<file path="src/logic/angler_pkg.sv">
// Fishing game shared definitions
`default_nettype none

package angler_pkg;

    typedef logic [9:0]  pos_t;          // pond pixels
    typedef logic [13:0] fine_pos_t;     // tenths of a pixel
    typedef logic [8:0]  mouse_delta_t;  // two's complement
    typedef logic [9:0]  play_time_t;

    typedef enum logic {WAY_LEFT = 1'b0, WAY_RIGHT = 1'b1} way_t;
    typedef enum logic [1:0] {FISH_LEFT = 2'd0, FISH_RIGHT = 2'd1, FISH_HOOKED = 2'd2} fish_mode_t;
    typedef enum logic {BAIT_NORMAL = 1'b0, BAIT_CUT = 1'b1} bait_mode_t;

    localparam fine_pos_t CURSOR_H_MAX   = 14'd6400;
    localparam fine_pos_t CURSOR_V_MAX   = 14'd4800;
    localparam fine_pos_t CURSOR_H_START = 14'd3200;
    localparam fine_pos_t CURSOR_V_START = 14'd2400;

    localparam play_time_t PLAY_WRAP = 10'd500;

    // crab lanes
    localparam logic [7:0] CRAB_LANE_PATTERN = 8'b10110010;
    localparam pos_t LANE_V_BASE     = 10'd240;
    localparam pos_t LANE_V_PITCH    = 10'd30;
    localparam pos_t CRAB_RIGHT_EDGE = 10'd670;
    localparam pos_t CRAB_START_H    = 10'd700;

    localparam pos_t CUT_H_LO = 10'd279;
    localparam pos_t CUT_H_HI = 10'd309;
    localparam int   CUT_SECONDS = 3;

    // fish and hook
    localparam pos_t HOOK_H        = 10'd298;
    localparam pos_t REEL_DEPTH    = 10'd62;
    localparam pos_t HOOK_LEFT_LO  = 10'd314;
    localparam pos_t HOOK_LEFT_HI  = 10'd325;
    localparam pos_t HOOK_RIGHT_LO = 10'd274;
    localparam pos_t HOOK_RIGHT_HI = 10'd285;
    localparam pos_t HOOK_V_ABOVE  = 10'd5;
    localparam pos_t HOOK_V_BELOW  = 10'd25;
    localparam pos_t FISH_LEFT_WRAP  = 10'd700;
    localparam pos_t FISH_RIGHT_WRAP = 10'd720;
    localparam pos_t FISH_SPAWN_V    = 10'd400;
    localparam pos_t FISH_START_H    = 10'd400;
    localparam pos_t FISH_START_V    = 10'd320;

endpackage

`default_nettype wire

</file>
<file path="src/logic/angler_top.sv">
// Fishing game top level
`timescale 1ns/1ps
`default_nettype none

module angler_top #(
    parameter int TICKS_PER_SECOND = 100_000_000,
    parameter int STEP_DIV = 524_288,
    parameter int SCAN_DIV = 8192,
    parameter int TOTAL_TIME = 300
) (
    input  logic clk,
    input  logic rst,
    input  angler_pkg::mouse_delta_t mouse_dx,
    input  angler_pkg::mouse_delta_t mouse_dy,
    input  logic mouse_left,
    input  logic mouse_valid,
    input  logic play,
    input  logic pause,
    input  logic freeze,
    input  angler_pkg::way_t fish_way_in,
    input  logic [3:0] sw,
    output logic [6:0] seg,
    output logic [3:0] digit_sel,
    output logic line_cut
);
    import angler_pkg::*;

    logic       step_tick;
    play_time_t play_time;
    pos_t       line_depth;
    bait_mode_t bait_mode;
    fine_pos_t  cursor_h;
    fine_pos_t  cursor_v;
    pos_t       crab1_h;
    pos_t       crab1_v;
    pos_t       crab2_h;
    pos_t       crab2_v;
    logic       crab1_appear;
    logic       crab2_appear;
    pos_t       fish_h;
    pos_t       fish_v;

    assign line_cut = (bait_mode == BAIT_CUT);

    game_control #(.TICKS_PER_SECOND(TICKS_PER_SECOND), .STEP_DIV(STEP_DIV)) game_control_i (
        .clk(clk), .rst(rst), .play(play), .pause(pause),
        .crab1_h(crab1_h), .crab1_v(crab1_v), .crab2_h(crab2_h), .crab2_v(crab2_v),
        .crab1_appear(crab1_appear), .crab2_appear(crab2_appear), .cursor_v(cursor_v),
        .second_tick(), .step_tick(step_tick), .play_time(play_time),
        .line_depth(line_depth), .bait_mode(bait_mode)
    );

    cursor_axis #(.LIMIT(CURSOR_H_MAX), .START(CURSOR_H_START), .DOWN_POSITIVE(1'b1)) cursor_h_i (
        .clk(clk), .rst(rst), .mouse_valid(mouse_valid), .delta(mouse_dx), .pos(cursor_h)
    );

    // mouse up raises the line
    cursor_axis #(.LIMIT(CURSOR_V_MAX), .START(CURSOR_V_START), .DOWN_POSITIVE(1'b0)) cursor_v_i (
        .clk(clk), .rst(rst), .mouse_valid(mouse_valid), .delta(mouse_dy), .pos(cursor_v)
    );

    crab_walker #(
        .APPEAR_TIME(10), .START_V(380), .START_LANE(0), .START_WAY(WAY_LEFT),
        .LANE_STEP(3), .FLIP_WAY(1'b0)
    ) crab1_i (
        .clk(clk), .rst(rst), .step_tick(step_tick), .pause(pause), .play_time(play_time),
        .h(crab1_h), .v(crab1_v), .way(), .appear(crab1_appear)
    );

    crab_walker #(
        .APPEAR_TIME(12), .START_V(250), .START_LANE(4), .START_WAY(WAY_RIGHT),
        .LANE_STEP(5), .FLIP_WAY(1'b1)
    ) crab2_i (
        .clk(clk), .rst(rst), .step_tick(step_tick), .pause(pause), .play_time(play_time),
        .h(crab2_h), .v(crab2_v), .way(), .appear(crab2_appear)
    );

    fish_mover fish_mover_i (
        .clk(clk), .rst(rst), .step_tick(step_tick), .freeze(freeze), .mouse_left(mouse_left),
        .fish_way_in(fish_way_in), .line_depth(line_depth), .bait_mode(bait_mode),
        .fish_h(fish_h), .fish_v(fish_v), .fish_mode()
    );

    readout_display #(.SCAN_DIV(SCAN_DIV), .TOTAL_TIME(TOTAL_TIME)) readout_display_i (
        .clk(clk), .rst(rst), .sw(sw), .play_time(play_time),
        .fish_h(fish_h), .fish_v(fish_v), .crab1_h(crab1_h), .crab1_v(crab1_v),
        .crab2_h(crab2_h), .crab2_v(crab2_v), .cursor_h(cursor_h), .cursor_v(cursor_v),
        .seg(seg), .digit_sel(digit_sel)
    );

endmodule

`default_nettype wire

</file>
<file path="src/logic/crab_walker.sv">
// Crab walking across the lanes
`timescale 1ns/1ps
`default_nettype none

module crab_walker #(
    parameter int APPEAR_TIME = 10,
    parameter int START_V = 380,
    parameter int START_LANE = 0,
    parameter angler_pkg::way_t START_WAY = angler_pkg::WAY_LEFT,
    parameter int LANE_STEP = 3,
    parameter bit FLIP_WAY = 1'b0
) (
    input  logic clk,
    input  logic rst,
    input  logic step_tick,
    input  logic pause,
    input  angler_pkg::play_time_t play_time,
    output angler_pkg::pos_t h,
    output angler_pkg::pos_t v,
    output angler_pkg::way_t way,
    output logic appear
);
    import angler_pkg::*;

    logic [2:0] lane;
    logic [2:0] next_lane;
    way_t       next_way;
    logic       at_edge;

    assign next_lane = lane + 3'(LANE_STEP);  // wraps mod 8
    assign next_way  = way_t'(CRAB_LANE_PATTERN[next_lane] ^ FLIP_WAY);
    assign at_edge   = (way == WAY_LEFT) ? (h == '0) : (h == CRAB_RIGHT_EDGE);

    always_ff @(posedge clk or posedge rst) begin
        if (rst) begin
            h      <= CRAB_START_H;
            v      <= pos_t'(START_V);
            way    <= START_WAY;
            lane   <= 3'(START_LANE);
            appear <= 1'b0;
        end else if (!appear) begin
            if (play_time == play_time_t'(APPEAR_TIME)) begin
                h      <= CRAB_START_H;
                v      <= pos_t'(START_V);
                way    <= START_WAY;
                lane   <= 3'(START_LANE);
                appear <= 1'b1;
            end
        end else if (step_tick && !pause) begin
            if (at_edge) begin
                lane <= next_lane;
                way  <= next_way;
                v    <= LANE_V_BASE + LANE_V_PITCH * next_lane;
                h    <= (next_way == WAY_LEFT) ? CRAB_RIGHT_EDGE : '0;
            end else if (way == WAY_LEFT) begin
                h <= h - 1'b1;
            end else begin
                h <= h + 1'b1;
            end
        end
    end

endmodule

`default_nettype wire

</file>
<file path="src/logic/cursor_axis.sv">
// Clamped cursor axis
`timescale 1ns/1ps
`default_nettype none

module cursor_axis #(
    parameter int LIMIT = 6400,
    parameter int START = 3200,
    parameter bit DOWN_POSITIVE = 1'b1
) (
    input  logic clk,
    input  logic rst,
    input  logic mouse_valid,
    input  angler_pkg::mouse_delta_t delta,
    output angler_pkg::fine_pos_t pos
);
    import angler_pkg::*;

    logic [7:0]  mag;
    logic [8:0]  step;
    logic        toward_limit;
    logic [14:0] sum;

    // ones' complement magnitude on negative reports
    assign mag          = delta[8] ? ~delta[7:0] : delta[7:0];
    assign step         = {mag, 1'b0};
    assign toward_limit = delta[8] ^ DOWN_POSITIVE;
    assign sum          = {1'b0, pos} + 15'(step);

    always_ff @(posedge clk or posedge rst) begin
        if (rst) begin
            pos <= fine_pos_t'(START);
        end else if (mouse_valid) begin
            if (toward_limit) begin
                pos <= (sum >= 15'(LIMIT)) ? fine_pos_t'(LIMIT) : sum[13:0];
            end else begin
                pos <= (pos < 14'(step)) ? '0 : pos - 14'(step);
            end
        end
    end

endmodule

`default_nettype wire

</file>
<file path="src/logic/fish_mover.sv">
// Fish swimming and reeling
`timescale 1ns/1ps
`default_nettype none

module fish_mover (
    input  logic clk,
    input  logic rst,
    input  logic step_tick,
    input  logic freeze,
    input  logic mouse_left,
    input  angler_pkg::way_t fish_way_in,
    input  angler_pkg::pos_t line_depth,
    input  angler_pkg::bait_mode_t bait_mode,
    output angler_pkg::pos_t fish_h,
    output angler_pkg::pos_t fish_v,
    output angler_pkg::fish_mode_t fish_mode
);
    import angler_pkg::*;

    pos_t        reel_v;
    logic [10:0] depth_ext;
    logic [10:0] v_ext;
    logic        near_line;
    logic        in_window;
    logic        hook_now;
    logic        catch_now;

    assign reel_v    = (line_depth > REEL_DEPTH) ? line_depth : REEL_DEPTH;
    assign depth_ext = {1'b0, line_depth};
    assign v_ext     = {1'b0, fish_v};
    assign near_line = (depth_ext + 11'(HOOK_V_ABOVE) >= v_ext) &&
                       (depth_ext <= v_ext + 11'(HOOK_V_BELOW));

    always_comb begin
        case (fish_mode)
            FISH_LEFT:  in_window = (fish_h >= HOOK_LEFT_LO) && (fish_h <= HOOK_LEFT_HI);
            FISH_RIGHT: in_window = (fish_h >= HOOK_RIGHT_LO) && (fish_h <= HOOK_RIGHT_HI);
            default:    in_window = 1'b0;
        endcase
    end

    assign hook_now  = in_window && near_line && (bait_mode == BAIT_NORMAL);
    assign catch_now = (fish_mode == FISH_HOOKED) && (bait_mode == BAIT_NORMAL) &&
                       mouse_left && (line_depth <= REEL_DEPTH);

    always_ff @(posedge clk or posedge rst) begin
        if (rst) begin
            fish_mode <= FISH_LEFT;
            fish_h    <= FISH_START_H;
            fish_v    <= FISH_START_V;
        end else if (hook_now) begin
            fish_mode <= FISH_HOOKED;
            fish_h    <= HOOK_H;
            fish_v    <= reel_v;
        end else if (fish_mode == FISH_HOOKED) begin
            if (catch_now) begin
                fish_mode <= fish_mode_t'({1'b0, fish_way_in});  // fresh fish
                fish_v    <= FISH_SPAWN_V;
                fish_h    <= (fish_way_in == WAY_LEFT) ? FISH_LEFT_WRAP : '0;
            end else begin
                fish_h <= HOOK_H;
                fish_v <= reel_v;
            end
        end else if (step_tick && !freeze) begin
            if (fish_mode == FISH_LEFT) begin
                fish_h <= (fish_h == '0) ? FISH_LEFT_WRAP : fish_h - 1'b1;
            end else begin
                fish_h <= (fish_h == FISH_RIGHT_WRAP) ? '0 : fish_h + 1'b1;
            end
        end
    end

endmodule

`default_nettype wire

</file>
<file path="src/logic/game_control.sv">
// Play clock and line state
`timescale 1ns/1ps
`default_nettype none

module game_control #(
    parameter int TICKS_PER_SECOND = 100_000_000,
    parameter int STEP_DIV = 524_288
) (
    input  logic clk,
    input  logic rst,
    input  logic play,
    input  logic pause,
    input  angler_pkg::pos_t crab1_h,
    input  angler_pkg::pos_t crab1_v,
    input  angler_pkg::pos_t crab2_h,
    input  angler_pkg::pos_t crab2_v,
    input  logic crab1_appear,
    input  logic crab2_appear,
    input  angler_pkg::fine_pos_t cursor_v,
    output logic second_tick,
    output logic step_tick,
    output angler_pkg::play_time_t play_time,
    output angler_pkg::pos_t line_depth,
    output angler_pkg::bait_mode_t bait_mode
);
    import angler_pkg::*;

    localparam int SEC_W  = $clog2(TICKS_PER_SECOND + 1);
    localparam int STEP_W = $clog2(STEP_DIV + 1);

    logic              run;
    logic [SEC_W-1:0]  sec_cnt;
    logic [STEP_W-1:0] step_cnt;
    logic [1:0]        cut_cnt;
    pos_t              cut_v;
    logic              depth_held;
    logic              held_now;
    logic              crab1_cut;
    logic              crab2_cut;

    // a crab in the window above the line, or above the recorded cut
    function automatic logic crab_hits(input logic appear, input pos_t h, input pos_t v,
                                       input logic held, input pos_t depth, input pos_t rec);
        logic in_window;
        in_window = appear && (h >= CUT_H_LO) && (h <= CUT_H_HI);
        return held ? (in_window && (v < rec)) : (in_window && (v <= depth));
    endfunction

    assign run        = play & ~pause;
    assign line_depth = pos_t'(cursor_v / 14'd10);
    assign held_now   = (bait_mode == BAIT_CUT) && depth_held;
    assign crab1_cut  = crab_hits(crab1_appear, crab1_h, crab1_v, held_now, line_depth, cut_v);
    assign crab2_cut  = crab_hits(crab2_appear, crab2_h, crab2_v, held_now, line_depth, cut_v);

    always_ff @(posedge clk or posedge rst) begin
        if (rst) begin
            sec_cnt     <= '0;
            step_cnt    <= '0;
            second_tick <= 1'b0;
            step_tick   <= 1'b0;
        end else if (!run) begin
            sec_cnt     <= '0;  // prescalers restart on resume
            step_cnt    <= '0;
            second_tick <= 1'b0;
            step_tick   <= 1'b0;
        end else begin
            second_tick <= (sec_cnt == SEC_W'(TICKS_PER_SECOND - 1));
            sec_cnt     <= (sec_cnt == SEC_W'(TICKS_PER_SECOND - 1)) ? '0 : sec_cnt + 1'b1;
            step_tick   <= (step_cnt == STEP_W'(STEP_DIV - 1));
            step_cnt    <= (step_cnt == STEP_W'(STEP_DIV - 1)) ? '0 : step_cnt + 1'b1;
        end
    end

    always_ff @(posedge clk or posedge rst) begin
        if (rst) begin
            play_time <= '0;
        end else if (!play) begin
            play_time <= '0;
        end else if (second_tick) begin
            play_time <= (play_time == PLAY_WRAP) ? '0 : play_time + 1'b1;
        end
    end

    always_ff @(posedge clk or posedge rst) begin
        if (rst) begin
            bait_mode  <= BAIT_NORMAL;
            cut_cnt    <= '0;
            depth_held <= 1'b0;
        end else if (crab1_cut || crab2_cut) begin
            bait_mode  <= BAIT_CUT;
            cut_cnt    <= '0;
            depth_held <= 1'b1;
        end else if (bait_mode == BAIT_CUT) begin
            if (second_tick) begin
                if (cut_cnt == 2'(CUT_SECONDS - 1)) begin
                    bait_mode  <= BAIT_NORMAL;
                    depth_held <= 1'b0;
                end else begin
                    cut_cnt <= cut_cnt + 1'b1;
                end
            end
            if (depth_held && (line_depth < cut_v)) begin
                depth_held <= 1'b0;  // line pulled up past the cut
            end
        end
    end

    always_ff @(posedge clk) begin
        if (crab1_cut || crab2_cut) begin
            cut_v <= crab1_cut ? crab1_v : crab2_v;  // crab 1 first
        end
    end

endmodule

`default_nettype wire

</file>
<file path="src/logic/readout_display.sv">
// Seven-segment readout
`timescale 1ns/1ps
`default_nettype none

module readout_display #(
    parameter int SCAN_DIV = 8192,
    parameter int TOTAL_TIME = 300
) (
    input  logic clk,
    input  logic rst,
    input  logic [3:0] sw,
    input  angler_pkg::play_time_t play_time,
    input  angler_pkg::pos_t fish_h,
    input  angler_pkg::pos_t fish_v,
    input  angler_pkg::pos_t crab1_h,
    input  angler_pkg::pos_t crab1_v,
    input  angler_pkg::pos_t crab2_h,
    input  angler_pkg::pos_t crab2_v,
    input  angler_pkg::fine_pos_t cursor_h,
    input  angler_pkg::fine_pos_t cursor_v,
    output logic [6:0] seg,
    output logic [3:0] digit_sel
);
    localparam int SCAN_W = $clog2(SCAN_DIV + 1);

    logic [SCAN_W-1:0] scan_cnt;
    logic [1:0]        digit_idx;  // 0 is the leftmost digit
    logic [13:0]       value;
    logic [10:0]       remain;
    logic [3:0]        digits [4];
    logic [3:0]        nibble;

    always_ff @(posedge clk or posedge rst) begin
        if (rst) begin
            scan_cnt  <= '0;
            digit_idx <= '0;
        end else if (scan_cnt == SCAN_W'(SCAN_DIV - 1)) begin
            scan_cnt  <= '0;
            digit_idx <= digit_idx + 1'b1;
        end else begin
            scan_cnt <= scan_cnt + 1'b1;
        end
    end

    assign remain = 11'(TOTAL_TIME) - {1'b0, play_time};

    always_comb begin
        case (sw[2:0])
            3'd0:    value = 14'(fish_v);
            3'd1:    value = 14'(fish_h);
            3'd2:    value = cursor_v;
            3'd3:    value = cursor_h;
            3'd4:    value = 14'(crab1_v);
            3'd5:    value = 14'(crab1_h);
            3'd6:    value = 14'(crab2_v);
            default: value = 14'(crab2_h);
        endcase
    end

    always_comb begin
        if (sw[3]) begin
            // m:ss countdown
            digits[0] = 4'd0;
            digits[1] = 4'(remain / 11'd60);
            digits[2] = 4'((remain % 11'd60) / 11'd10);
            digits[3] = 4'(remain % 11'd10);
        end else begin
            digits[0] = 4'(value / 14'd1000);
            digits[1] = 4'((value % 14'd1000) / 14'd100);
            digits[2] = 4'((value % 14'd100) / 14'd10);
            digits[3] = 4'(value % 14'd10);
        end
    end

    assign nibble = digits[digit_idx];

    always_comb begin
        case (digit_idx)
            2'd0:    digit_sel = 4'b0111;
            2'd1:    digit_sel = 4'b1011;
            2'd2:    digit_sel = 4'b1101;
            default: digit_sel = 4'b1110;
        endcase
    end

    always_comb begin
        case (nibble)
            4'd0:    seg = 7'b1000000;
            4'd1:    seg = 7'b1111001;
            4'd2:    seg = 7'b0100100;
            4'd3:    seg = 7'b0110000;
            4'd4:    seg = 7'b0011001;
            4'd5:    seg = 7'b0010010;
            4'd6:    seg = 7'b0000010;
            4'd7:    seg = 7'b1111000;
            4'd8:    seg = 7'b0000000;
            4'd9:    seg = 7'b0010000;
            default: seg = 7'b1111111;  // blank
        endcase
    end

endmodule

`default_nettype wire

</file>
<file path="config.mk">
export PLATFORM = sky130hd
export DESIGN_NAME = angler_top
export DESIGN_NICKNAME = d
export VERILOG_FILES = /design/src/logic/angler_pkg.sv /design/src/logic/angler_top.sv /design/src/logic/crab_walker.sv /design/src/logic/cursor_axis.sv /design/src/logic/fish_mover.sv /design/src/logic/game_control.sv /design/src/logic/readout_display.sv
export SDC_FILE = /design/constraint.sdc
export NUM_CORES = 1
export LEC_CHECK = 0
export ABC_AREA = 1
export BUFFER_PORTS_ARGS = -buffer_cell sky130_fd_sc_hd__buf_2
export CELL_PAD_IN_SITES_DETAIL_PLACEMENT = 1
export CELL_PAD_IN_SITES_GLOBAL_PLACEMENT = 1
export CORE_ASPECT_RATIO = 1.5
export CORE_MARGIN = 2
export CORE_UTILIZATION = 47
export DETAILED_ROUTE_END_ITERATION = 6
export PLACE_DENSITY_LB_ADDON = 0.25
export REMOVE_ABC_BUFFERS = 1
export SLEW_MARGIN = 30
export SYNTH_ARGS = -nofsm -noshare
export SYNTH_HDL_FRONTEND = slang
export SYNTH_SLANG_ARGS = --single-unit
export TNS_END_PERCENT = 10
</file>
<file path="constraint.sdc">
create_clock -name clk -period 12.7 [get_ports clk]
set_input_delay 2.54 -clock clk [delete_from_list [all_inputs] [get_ports clk]]
set_output_delay 2.54 -clock clk [all_outputs]
set_load 0.05 [all_outputs]
</file>
# == Word level (Yosys, flattened, before mapping) ==
# Memories as Yosys holds them, arrays and structs flattened.
# Cells that the tools add are included.
# op_classes
muxes,100
addsub,23
n_bitwise,7
n_lt_le_gt_ge,24
div_mod_pow,11
n_mul,2
n_reduce_logical,45
eq_ne,26
# op_table
operator,n
$mux W10,36
$mux W14,7
$pmux W14 S7,1
$mux W27,2
$add A10 B1 Y10 const B,4
$ge A10 B9 Y1 const B,4
$le A10 B9 Y1 const B,4
$mux W20,2
$add A14 B9 Y15,2
$eq A10 B10 Y1 const B,3
$ge A15 B13 Y1 const B,2
$logic_not A10 Y1,3
$lt A10 B10 Y1,3
$sub A10 B1 Y10 const B,3
$mux W1,29
$div A14 B4 Y14 const B,2
$lt A14 B9 Y1,2
$sub A14 B9 Y14,2
$add A27 B1 Y27 const B,1
$eq A27 B27 Y1 const B,1
$mux W3,8
$add A20 B1 Y20 const B,1
$eq A10 B4 Y1 const B,2
$eq A20 B19 Y1 const B,1
other kinds (54),113
# word_totals
reg_bits,189
inputBits,30
elab_cells,267
rom_bits,128
output_inout_bits,12
n_memories,3
# memory_table
name,words,width,rd,rd_ports_with_merged_regs,wr,line,text
(name not given),16,7,1,0,0,readout_display.sv:87,case (nibble)
(name not given),8,1,1,0,0,crab_walker.sv:31,assign next_way = way_t'(CRAB_LANE_PATTERN[next_lane] ^ FLIP_WAY);
(name not given),8,1,1,0,0,crab_walker.sv:31,

# == Logic depth before layout (Yosys ltp) ==
# Gate-level depths: netlist (run 1).
# An unclocked memory read counts as a cell.
# logic_depth
depth_word,9
mapped_depth,70
ltp_nobuf,68

# == Cells and area by module ==
# From an unflattened synthesis (run 1), not the netlist that was laid out.
# hier_totals
hier_cells,3556
area_unflattened_um2,23074.6
# modules_own_cells
module,instances,seq_area_each_um2,cells_each,area_each_um2
readout_display,1,400.4,1252,7021.7
game_control,1,1876.8,754,5680.4
fish_mover,1,556.8,426,2655.0
cursor_axis at cursor_v_i,1,330.3,327,2008.2
cursor_axis at cursor_h_i,1,329.1,304,1976.9
crab_walker at crab1_i,1,565.5,248,1923.1
crab_walker at crab2_i,1,593.1,245,1809.2

# == Least setup slack after synthesis (run 1) ==
# OpenSTA, ideal clock, no wires.
# synth_path
path_type,input-to-output
startpoint,input sw[1]
endpoint,output seg[1]
n_path_buf,2
path_slack_ps,1983
arrival_time_ps,8177
t_required_ps,10160
path_stages,68
path_cell_list,buf_6 > nand2_4 > nor2_2 > buf_6 > nand2_1 > nand2_2 > nand2_1 > nand2_1 > nand2_1 > nand2_1 > nand3_1 > nand2_2 > nand2_1 > nand2_1 > nand2_1 > inv_1 > nand2_2 > nand2_2 > [... 32 more ...] > nand4_2 > nand2_1 > o21ai_2 > nand2_2 > nand3_2 > nand2_1 > nand3_1 > nand2_1 > inv_1 > nand2_2 > nand2_2 > inv_1 > ha_1 > inv_1 > nand2_1 > nand2_1 > nand2_1 > inv_1
# synth_between
elab_chain_cells,9
word_cells_on_any_way,19
cone_classes,6 x div; 6 x eq/ne; 5 x mux; 1 x reduce/logical; 1 x memory
# synth_lines
element,line,text
"start, declared",angler_top.sv:21,"input logic [3:0] sw,"
"$eq A3 B3 Y1, or another cell as far along",readout_display.sv:48,case (sw[2:0])
$pmux W14 S7 *,readout_display.sv:48,
$mod A14 B7 Y14 / $mod A14 B10 Y14 (equally long branches),"readout_display.sv:70, readout_display.sv:69",
$div A14 B4 Y14 / $div A14 B7 Y14 (equally long branches),"readout_display.sv:70, readout_display.sv:69",
$mux W16 *,readout_display.sv:61,if (sw[3]) begin
$bmux W4 S2 *,readout_display.sv:75,assign nibble = digits[digit_idx];
$mux W4 (implied by the code) * (2 in a row),readout_display.sv:75,
$mem_v2 Z16 W7 *,--,
"end, declared",angler_top.sv:22,"output logic [6:0] seg,"
# Mark *: on every way between the ends. The rest lies on a longest branch, timed or not. The select of a mux whose other input is x is not followed.

# == Worst setup path after layout (run 1) ==
# layout_path
startpoint,input sw[1]
endpoint,output seg[3]
# The elaborated chain is that of the path after synthesis.

==> results of run 1 <==
[worst max-delay path: cells and delay by family]
| kind | cells | cell delay, ns |
|---|---|---|
| AOI/OAI and AO/OA | 1 | 0.10 |
| adders and majority gates | 2 | 0.47 |
| buffers and inverters | 10 | 1.00 |
| and+or+nand+nor | 53 | 5.33 |
[sequential cells by signal, summed over array words and instances, names as in the netlist, 2 cells and up]
| register | cells |
|---|---|
| game_control_i.sec_cnt | 27 |
| game_control_i.step_cnt | 20 |
| readout_display_i.scan_cnt | 14 |
| cursor_h_i.pos | 13 |
| cursor_v_i.pos | 13 |
| crab1_i.h | 10 |
| crab2_i.h | 10 |
| fish_mover_i.fish_h | 10 |
| fish_mover_i.fish_v | 10 |
| game_control_i.play_time | 10 |
| crab2_i.v | 8 |
| game_control_i.cut_v | 8 |
| crab1_i.v | 7 |
| crab1_i.lane | 3 |
| crab2_i.lane | 3 |
| fish_mover_i.fish_mode | 2 |
| game_control_i.cut_cnt | 2 |
| readout_display_i.digit_idx | 2 |
[area by class of cell]
cell class                 count  area (um^2)
timing repair buffer          54        316.6
multi-input combinational   2285        12970
tap                          558        698.2
fill                        5659        20060
clock inverter                14        177.7
clock buffer                  18        439.2
sequential                   180         4592
inverter                     489         1852
antenna                        1        2.502
[through the flow]
stage	utilization [%]	worst slack [ns]	hold WS [ns]	cell area, um^2	instances
final	51.20	0.7253	0.4665	21050	3599
after global routing	51.19	-0.06804	0.5038	21040	3598
after CTS	50.81	0.2626	0.4717	20880	3590
after detailed placement	49.30	0.2908	0.4595	20270	3558
after global placement	49.30	0.9568	0.4442	20260	3558
after floorplan	-	1.877	0.4329	19320	2954
[cells by family (layout without fill, tap and decap cells)]
family                     count (synthesis)  count (layout)  share of synthesized area, %
and+or+nand+nor                         1534            1534                         35.59
adders and majority gates                152             152                         10.05
buffers and inverters                    527             575                         10.47
muxes                                      1               1                       0.05127
other                                      0               1                             0
AOI/OAI and AO/OA                        482             482                         15.00
xor gates and xnor gates                 116             116                         5.319
DFF                                      180             180                         23.52
[placed cells by master, fill, tap and decap left out, types with 11 or more instances in the layout]
| cell | instances |
|---|---|
| a31oi_1 | 22 |
| inv_2 | 24 |
| o31ai_1 | 13 |
| nand4_1 | 75 |
| nor4_1 | 12 |
| or2_2 | 14 |
| buf_4 | 13 |
| o211ai_1 | 12 |
| nor3b_1 | 12 |
| clkinv_1 | 11 |
| inv_1 | 450 |
| o21a_1 | 13 |
| a21oi_1 | 125 |
| nand2_2 | 66 |
| nand2_4 | 16 |
| xnor2_1 | 33 |
| clkbuf_16 | 17 |
| o21ai_0 | 150 |
| nand2_1 | 713 |
| o21ai_2 | 12 |
| a22oi_1 | 16 |
| nand3_1 | 245 |
| dfstp_2 | 38 |
| o21bai_1 | 12 |
| nand3_2 | 20 |
| o21ai_1 | 22 |
| xor2_1 | 80 |
| nor2_2 | 14 |
| nor3_1 | 45 |
| buf_2 | 37 |
| ha_1 | 144 |
| dfrtp_1 | 134 |
| o22ai_1 | 21 |
| nor2_1 | 276 |
[repair_timing]
item                       in CTS  in global routing
setup endpoints to repair       0                  7
setup buffers                   0                  8
resized for setup               0                 26
[per-layer routing]
layer,vias up,global-route usage [%],wire (um)
met1,9978,30.64,23930
met5,-,0,0
met4,0,15.38,3250
met2,422,58.48,34690
li1,9923,-,-
met3,168,3.130,1808
[worst min-delay path by stage]
stage                     cells past startpoint                       start  slack (ns)                         end
after global placement                        1   game_control_i.sec_cnt[0]        0.44   game_control_i.sec_cnt[0]
after floorplan                               1   game_control_i.sec_cnt[0]        0.43   game_control_i.sec_cnt[0]
final                                         1  game_control_i.step_cnt[0]        0.47  game_control_i.step_cnt[0]
after CTS                                     1   game_control_i.sec_cnt[0]        0.47   game_control_i.sec_cnt[0]
after detailed placement                      1   game_control_i.sec_cnt[0]        0.46   game_control_i.sec_cnt[0]
after global routing                          1  game_control_i.step_cnt[0]        0.50  game_control_i.step_cnt[0]
==> impl_metrics.yaml, run 1 <==
drt:
  finalWirelength_um: 63680
  drc: 0
  drt_iter0_drc: 902
  vias_per_cell: 5.694
  ant_nets: 0
  via_count: 20490
  wl_per_cell_um: 17.69
  drt_pass1_iterations: 5
global_route:
  grt_max_degree: 114
  antenna_found_initial: 1
  grt-ovfl-total: 0
  grt_usage_pct: 29.79
  grt_pass1_vias: 21540
  grt_pass1_wl_um: 104600
place:
  finalWeightedCongestion: 1.008
  port_buffers: 41
  post-dp-hpwl_um: 51130
logic_synthesis:
  syn_inst: 2992
  ys.flop_type: "dfrtp_1"
  yosysTopAreaCell: "dfrtp_1"
  synth.distinct_cells: 74
  yosysSeqAreaShare_pct: 23.52
  ys_async_sr_fraction_pct: 95.56
  synth_area_per_cell_um2: 6.525
  yosysMostFrequentCell: "nand2_1"
  syn_area_um2: 19520
  synthTopCellsByCount: "nand2_1 (717), inv_1 (451), nor2_1 (277), nand3_1 (248), o21ai_0 (152)"
  synth_edf_count: 8
  ys_ff_latch: 180
  yosys.area.top_type_share_pct: 17.18
  synth_area_leaders: "dfrtp_1 (17%), nand2_1 (14%), ha_1 (9.2%)"
  ys.warnings.count: 0
floorplan:
  fp.dieW_um: 170.4
  ios: 42
  dieArea_um2: 43220
  start_util_pct: 47.50
  rows: 91
  die_h_um: 253.6
  coreArea_um2: 41100
worst_setup_path:
  setup.worst_path.end_class: "primary output"
  worst_ep_arrival_time_ns: 9.43
  r2r_end: "fish_mover_i.fish_h[9]"
  worst_ep_required_time_ns: 10.16
  startpoint_type: "input port"
  timing.rr.start: "cursor_v_i.pos[11]"
  critPathSlowestCell: "ha_1"
  critPathKind: "input port to primary output"
  crit_fanout: 10
  max_stage_delay_ns: 0.29
  startpoint: "sw[1]"
  r2r_slack_ns: 3.47
  crit_top_cell: "nand2_1"
  crit_path_end: "seg[3]"
  reg2reg_depth: 62
worst_hold_path:
  hp-class: "register to register"
clocking:
  clkSlewWorstSetupHoldPaths_ns: 0.08
  cts_buffers: 17
  numClockSinks: 180
  htreeDepth: 4
  root_buffer: "clkbuf_16"
  cts_tree: "done"
  cts_hold_buf: 0
  clock_latency_ns: 0.47
  clock_path_buffers: 2
outcome:
  status: "completed"
cells_and_area:
  nNetsFinal: 3209
  drive_above_1_share_pct: 10.69
  area_growth_pct: 7.793
sta:
  clock-skew-final_ns: 0.01562
  slew_headroom_pct: 25.48
  slew_violations: 0
  fin_tns_setup_ns: 0
  fmax_mhz: 83.51
  worst_pin_slew_ns: 1.106
  hold_viol_final: 0
  setup_viol: 0
  period_share_pct: 94.29
  finalCriticalPeriod_ns: 11.97
job:
  max_cap_viol_count: 0
Power of run 1 is left out: the tool's default activity adds up to more than one toggle a clock period on the data nets, which glitch-free logic cannot reach.
==> inputs of run 2 (changes only) <==
Settings changed: PLACE_DENSITY_LB_ADDON 0.25 to 0.1.
==> run 2 against run 1 <==
  * Sequential cell count is the same
  * Largest cell class unchanged
  * Clock-buffer cell count shrank 1
  * Non-clock buffer count grew 6
  * First-iteration DRC count shrank 2.0%
  * Clock skew is essentially flat
  * Die area is the same
  * Via count shrank 0.55%
  * Fmax shrank 0.68%
==> impl_metrics.yaml, run 2 (synthesized netlist as in run 1, its figures left out) <==
outcome:
  status: "completed"
global_route:
  grt-ovfl-total: 0
  grt_pass1_wl_um: 105400
  grt_pass1_vias: 21360
  antenna_found_initial: 0
  grt_usage_pct: 30.20
  grt_max_degree: 68
clocking:
  clkSlewWorstSetupHoldPaths_ns: 0.08
  clock_latency_ns: 0.46
  numClockSinks: 180
  cts_hold_buf: 0
  cts_tree: "done"
  clock_path_buffers: 2
  root_buffer: "clkbuf_16"
  htreeDepth: 4
  cts_buffers: 17
worst_hold_path:
  hp-class: "register to register"
  worstHoldEndpoint: "game_control_i.step_cnt[0]"
  hp-start: "game_control_i.step_cnt[0]"
  hold_depth: 1
drt:
  via_count: 20380
  drc: 0
  drt_iter0_drc: 884
  drt_pass1_iterations: 5
  finalWirelength_um: 64530
  wl_per_cell_um: 17.90
  ant_nets: 0
  vias_per_cell: 5.651
cells_and_area:
  largest_register_ffs: 27
  top_regs: "game_control_i.sec_cnt x27, game_control_i.step_cnt x20, readout_display_i.scan_cnt x14"
  final_cell_mix: "nand2_1 (712), inv_1 (450), nor2_1 (277)"
  area_growth_pct: 8.126
  regMostFlops: "game_control_i.sec_cnt"
  diodes: 0
  final_common_cell: "nand2_1"
  drive_above_1_share_pct: 10.86
  nNetsFinal: 3217
sta:
  slew_headroom_pct: 40.12
  worst_hold_slack_ns: 0.4612
  finalCriticalPeriod_ns: 12.06
  hold_viol_final: 0
  setup_viol: 0
  worst_pin_slew_ns: 0.8982
  slew_violations: 0
  fmax_mhz: 82.94
  period_share_pct: 94.93
  clock-skew-final_ns: 0.01604
worst_setup_path:
  crit_top_cell: "nand2_1"
  max_stage_delay_ns: 0.38
  worst-path-buf-inv: 12
  critPathKind: "input port to primary output"
  worst_ep_arrival_time_ns: 9.52
  startpoint: "sw[2]"
  cp_top_family: "simple AND/OR/NAND/NOR gates"
  r2r_end: "fish_mover_i.fish_h[9]"
  worst_ep_required_time_ns: 10.16
  startpoint_type: "input port"
  reg2reg_depth: 61
  setup.worst_path.end_class: "primary output"
  critPathSlowestCell: "a221oi_1"
  crit_fanout: 12
  r2r_slack_ns: 3.31
  timing.rr.start: "cursor_v_i.pos[11]"
place:
  post-dp-hpwl_um: 51640
  port_buffers: 41
  finalWeightedCongestion: 0.9605
job:
  max_cap_viol_count: 0
floorplan:
  die_h_um: 253.6
  coreArea_um2: 41100
  start_util_pct: 47.50
  dieArea_um2: 43220
  ios: 42
  rows: 91
  fp.dieW_um: 170.4
## run 2: cell count changes in the layout (fill, tap and decap cells not counted), moves of 2 or more
cell / delta
o21ai_4: +2
buf_4: +7
o21ai_0: -2
o21ai_2: -2
o21ai_1: +2
## run 2: what timing repair did
item	in CTS	in global routing
setup endpoints to repair	0	7
gates resized for setup	0	28
buffers inserted	0	12
endpoints found under the hold margin	0	0
## run 2: through the flow
| stage | util (%) | std cells | cell area (um^2) | worst slack, ns | setup TNS (ns) |
|---|---|---|---|---|---|
| final | 51.36 | 3606 | 21110 | 0.6434 | 0 |
| after global placement | 49.33 | 3560 | 20280 | 0.8174 | 0 |
| after detailed placement | 49.33 | 3560 | 20280 | 0.1776 | 0 |
| after global routing | 51.36 | 3606 | 21110 | -0.02068 | -0.03616 |
| after CTS | 50.84 | 3592 | 20900 | 0.1568 | 0 |
| after floorplan | - | 2954 | 19320 | 1.877 | 0 |
## run 2: layout make-up
cell class                 count  area (um^2)
tap                          558        698.2
clock buffer                  17        425.4
inverter                     489         1846
multi-input combinational   2287        13000
sequential                   180         4592
fill                        5657        19990
clock inverter                15        191.4
timing repair buffer          60        357.8
## run 2: routing by layer
layer / part of all wire, % / wire [um] / global-route usage [%] / up-vias
met2: 54 / 34780 / 58.39 / 339
met5: 0 / 0 / 0 / -
li1: - / - / - / 9920
met4: 5.0 / 3201 / 16.00 / 0
met1: 39 / 24920 / 31.65 / 9968
met3: 2.5 / 1633 / 3.177 / 152
## run 2: worst max path at each step
stage / cells after the start / to / slack [ns]
detailed placement: 68 / seg[1] / 0.18
global placement: 54 / seg[1] / 0.82
CTS: 68 / seg[1] / 0.16
finish: 52 / seg[3] / 0.64
floorplan: 66 / seg[1] / 1.88
global route: 68 / seg[1] / -0.02
Power of run 2 is left out for the same reason.
==> inputs of run 3 (changes only) <==
Settings changed: SYNTH_HIERARCHICAL set to 1.
==> run 3 against run 2 <==
  * Routed wire length grew 16%
  * Sequential cell count up 2
  * Clock skew increased by 0.0033 ns
  * Critical path type unchanged
  * Non-clock buffer count shrank 7
  * Worst setup slack better by 0.12 ns
  * Core utilization fell by 1.0 points
  * Critical path depth is 8 higher
==> impl_metrics.yaml, run 3 <==
sta:
  setup_viol: 0
  clock-skew-final_ns: 0.01936
  finalCriticalPeriod_ns: 11.94
  period_share_pct: 94.02
  slew_violations: 0
  worst_pin_slew_ns: 0.8654
  fmax_mhz: 83.75
  fin_tns_setup_ns: 0
  hold_viol_final: 0
  slew_headroom_pct: 41.95
  rsz0062_at_grt: "no"
  worst_hold_slack_ns: 0.4643
logic_synthesis:
  syn_area_um2: 23070
  syn_inst: 3556
  yosysSeqAreaShare_pct: 20.16
  yosysMostFrequentCell: "nand2_1"
  synth_edf_count: 10
  synth.distinct_cells: 88
  ys_ff_latch: 182
  yosys.area.top_type_share_pct: 14.53
  yosysTopAreaCell: "dfrtp_1"
  ys.warnings.count: 6
  synth_area_leaders: "dfrtp_1 (15%), nand2_1 (14%), inv_1 (9.2%)"
  ys_async_sr_fraction_pct: 94.51
  synthTopCellsByCount: "nand2_1 (890), inv_1 (565), nand3_1 (321), nor2_1 (293), ha_1 (156)"
  ys.flop_type: "dfrtp_1"
  synth_area_per_cell_um2: 6.489
worst_setup_path:
  timing.rr.start: "cursor_v_i/pos[10]"
  setup.worst_path.end_class: "primary output"
  crit_fanout: 14
  crit_top_cell: "nand2_2"
  critPathSlowestCell: "buf_2"
  r2r_slack_ns: 3.79
  worst_ep_required_time_ns: 10.16
  r2r_end: "game_control_i/depth_held"
  startpoint_type: "input port"
  reg2reg_depth: 50
  worst_ep_arrival_time_ns: 9.40
  max_stage_delay_ns: 0.25
  critPathKind: "input port to primary output"
cells_and_area:
  area_growth_pct: 5.878
  fillers: 6731
  largest_register_ffs: 27
  drive_above_1_share_pct: 15.37
  nNetsFinal: 3773
  regMostFlops: "game_control_i/sec_cnt"
  final_common_cell: "nand2_1"
  final_cell_mix: "nand2_1 (890), inv_1 (562), nand3_1 (321)"
  final_core_util_pct: 50.31
  top_regs: "game_control_i/sec_cnt x27, game_control_i/step_cnt x20, readout_display_i/scan_cnt x14"
drt:
  drc: 0
  wl_per_cell_um: 17.56
  drt_iter0_drc: 820
  drt_pass1_iterations: 4
  ant_nets: 0
  via_count: 23270
  vias_per_cell: 5.476
  finalWirelength_um: 74620
clocking:
  cts_hold_buf: 0
  numClockSinks: 182
  cts_tree: "done"
  clkSlewWorstSetupHoldPaths_ns: 0.09
  clock_latency_ns: 0.47
  clock_path_buffers: 2
  cts_buffers: 17
  root_buffer: "clkbuf_16"
  htreeDepth: 4
global_route:
  grt_max_degree: 64
  grt-ovfl-total: 0
  grt_usage_pct: 29.66
  grt_pass1_vias: 25080
  grt_pass1_wl_um: 122000
  antenna_found_initial: 3
floorplan:
  rows: 99
  ios: 42
  die_h_um: 275.4
  fp.dieW_um: 184.9
  dieArea_um2: 50920
  coreArea_um2: 48560
  start_util_pct: 47.52
worst_hold_path:
  worstHoldEndpoint: "readout_display_i/scan_cnt[0]"
  hp-start: "readout_display_i/scan_cnt[0]"
  hp-class: "register to register"
  hold_depth: 1
place:
  post-dp-hpwl_um: 60720
  port_buffers: 41
  finalWeightedCongestion: 0.9414
job:
  max_cap_viol_count: 0
outcome:
  status: "completed"
-- run 3: metrics by stage --
step	instances	setup slack [ns]	area, um^2
floorplan	3507	2.123	22650
global placement	4211	1.258	23720
detailed placement	4211	0.6899	23720
CTS	4243	0.6843	24380
global route	4248	0.01009	24430
finish	4249	0.7600	24430
-- run 3: timing repair --
item / in CTS / in global routing
buffers inserted: 0 / 5
setup endpoints to repair: 0 / 5
resized for setup: 0 / 5
-- run 3: per-layer routing --
layer	share of wire (%)	up-vias	GRT usage [%]	wire, um
li1	-	11420	-	-
met1	38	11340	29.77	28640
met2	55	328	59.92	41150
met3	2.0	178	2.626	1485
met4	4.5	2	14.54	3330
met5	0.017	-	0	13
-- run 3: cell families (layout without fill, tap and decap cells) --
| family | Yosys count | in the layout | share of synthesized area [%] |
|---|---|---|---|
| AOI/OAI and AO/OA | 431 | 431 | 11.46 |
| xor gates and xnor gates | 108 | 108 | 4.099 |
| adders and majority gates | 164 | 164 | 9.153 |
| buffers and inverters | 688 | 722 | 12.48 |
| DFF | 182 | 182 | 20.16 |
| muxes | 9 | 9 | 0.4392 |
| other | 4 | 7 | 0.06505 |
| and+or+nand+nor | 1970 | 1970 | 42.14 |
-- run 3: critical path, delay by kind of cell --
kind            cells  cell delay (ns)
compound gates      3             0.51
fa+ha+maj           2             0.33
buf+inv             6             0.78
simple gates       48             5.07
xor+xnor            1             0.17
-- run 3: how the worst max path moves through the flow --
stage	from	end	slack (ns)	depth (start not counted)
after floorplan	sw[2]	seg[1]	2.12	58
after global routing	sw[1]	seg[1]	0.01	64
after global placement	sw[2]	seg[1]	1.26	51
final	sw[1]	seg[6]	0.76	60
after CTS	sw[2]	seg[6]	0.68	61
after detailed placement	sw[2]	seg[6]	0.69	61
-- run 3: layout make-up --
type	instances	area, um^2	share of cell area [%]
repair buffers	53	305.3	1.250
well taps	656	820.8	3.360
multi-input cells	2688	15550	63.65
diodes	1	2.502	0.01024
flip-flops and latches	182	4652	19.04
clock inverters	15	229.0	0.9372
clock buffers	17	425.4	1.741
inverters	637	2445	10.01
Power of run 3 is left out for the same reason.
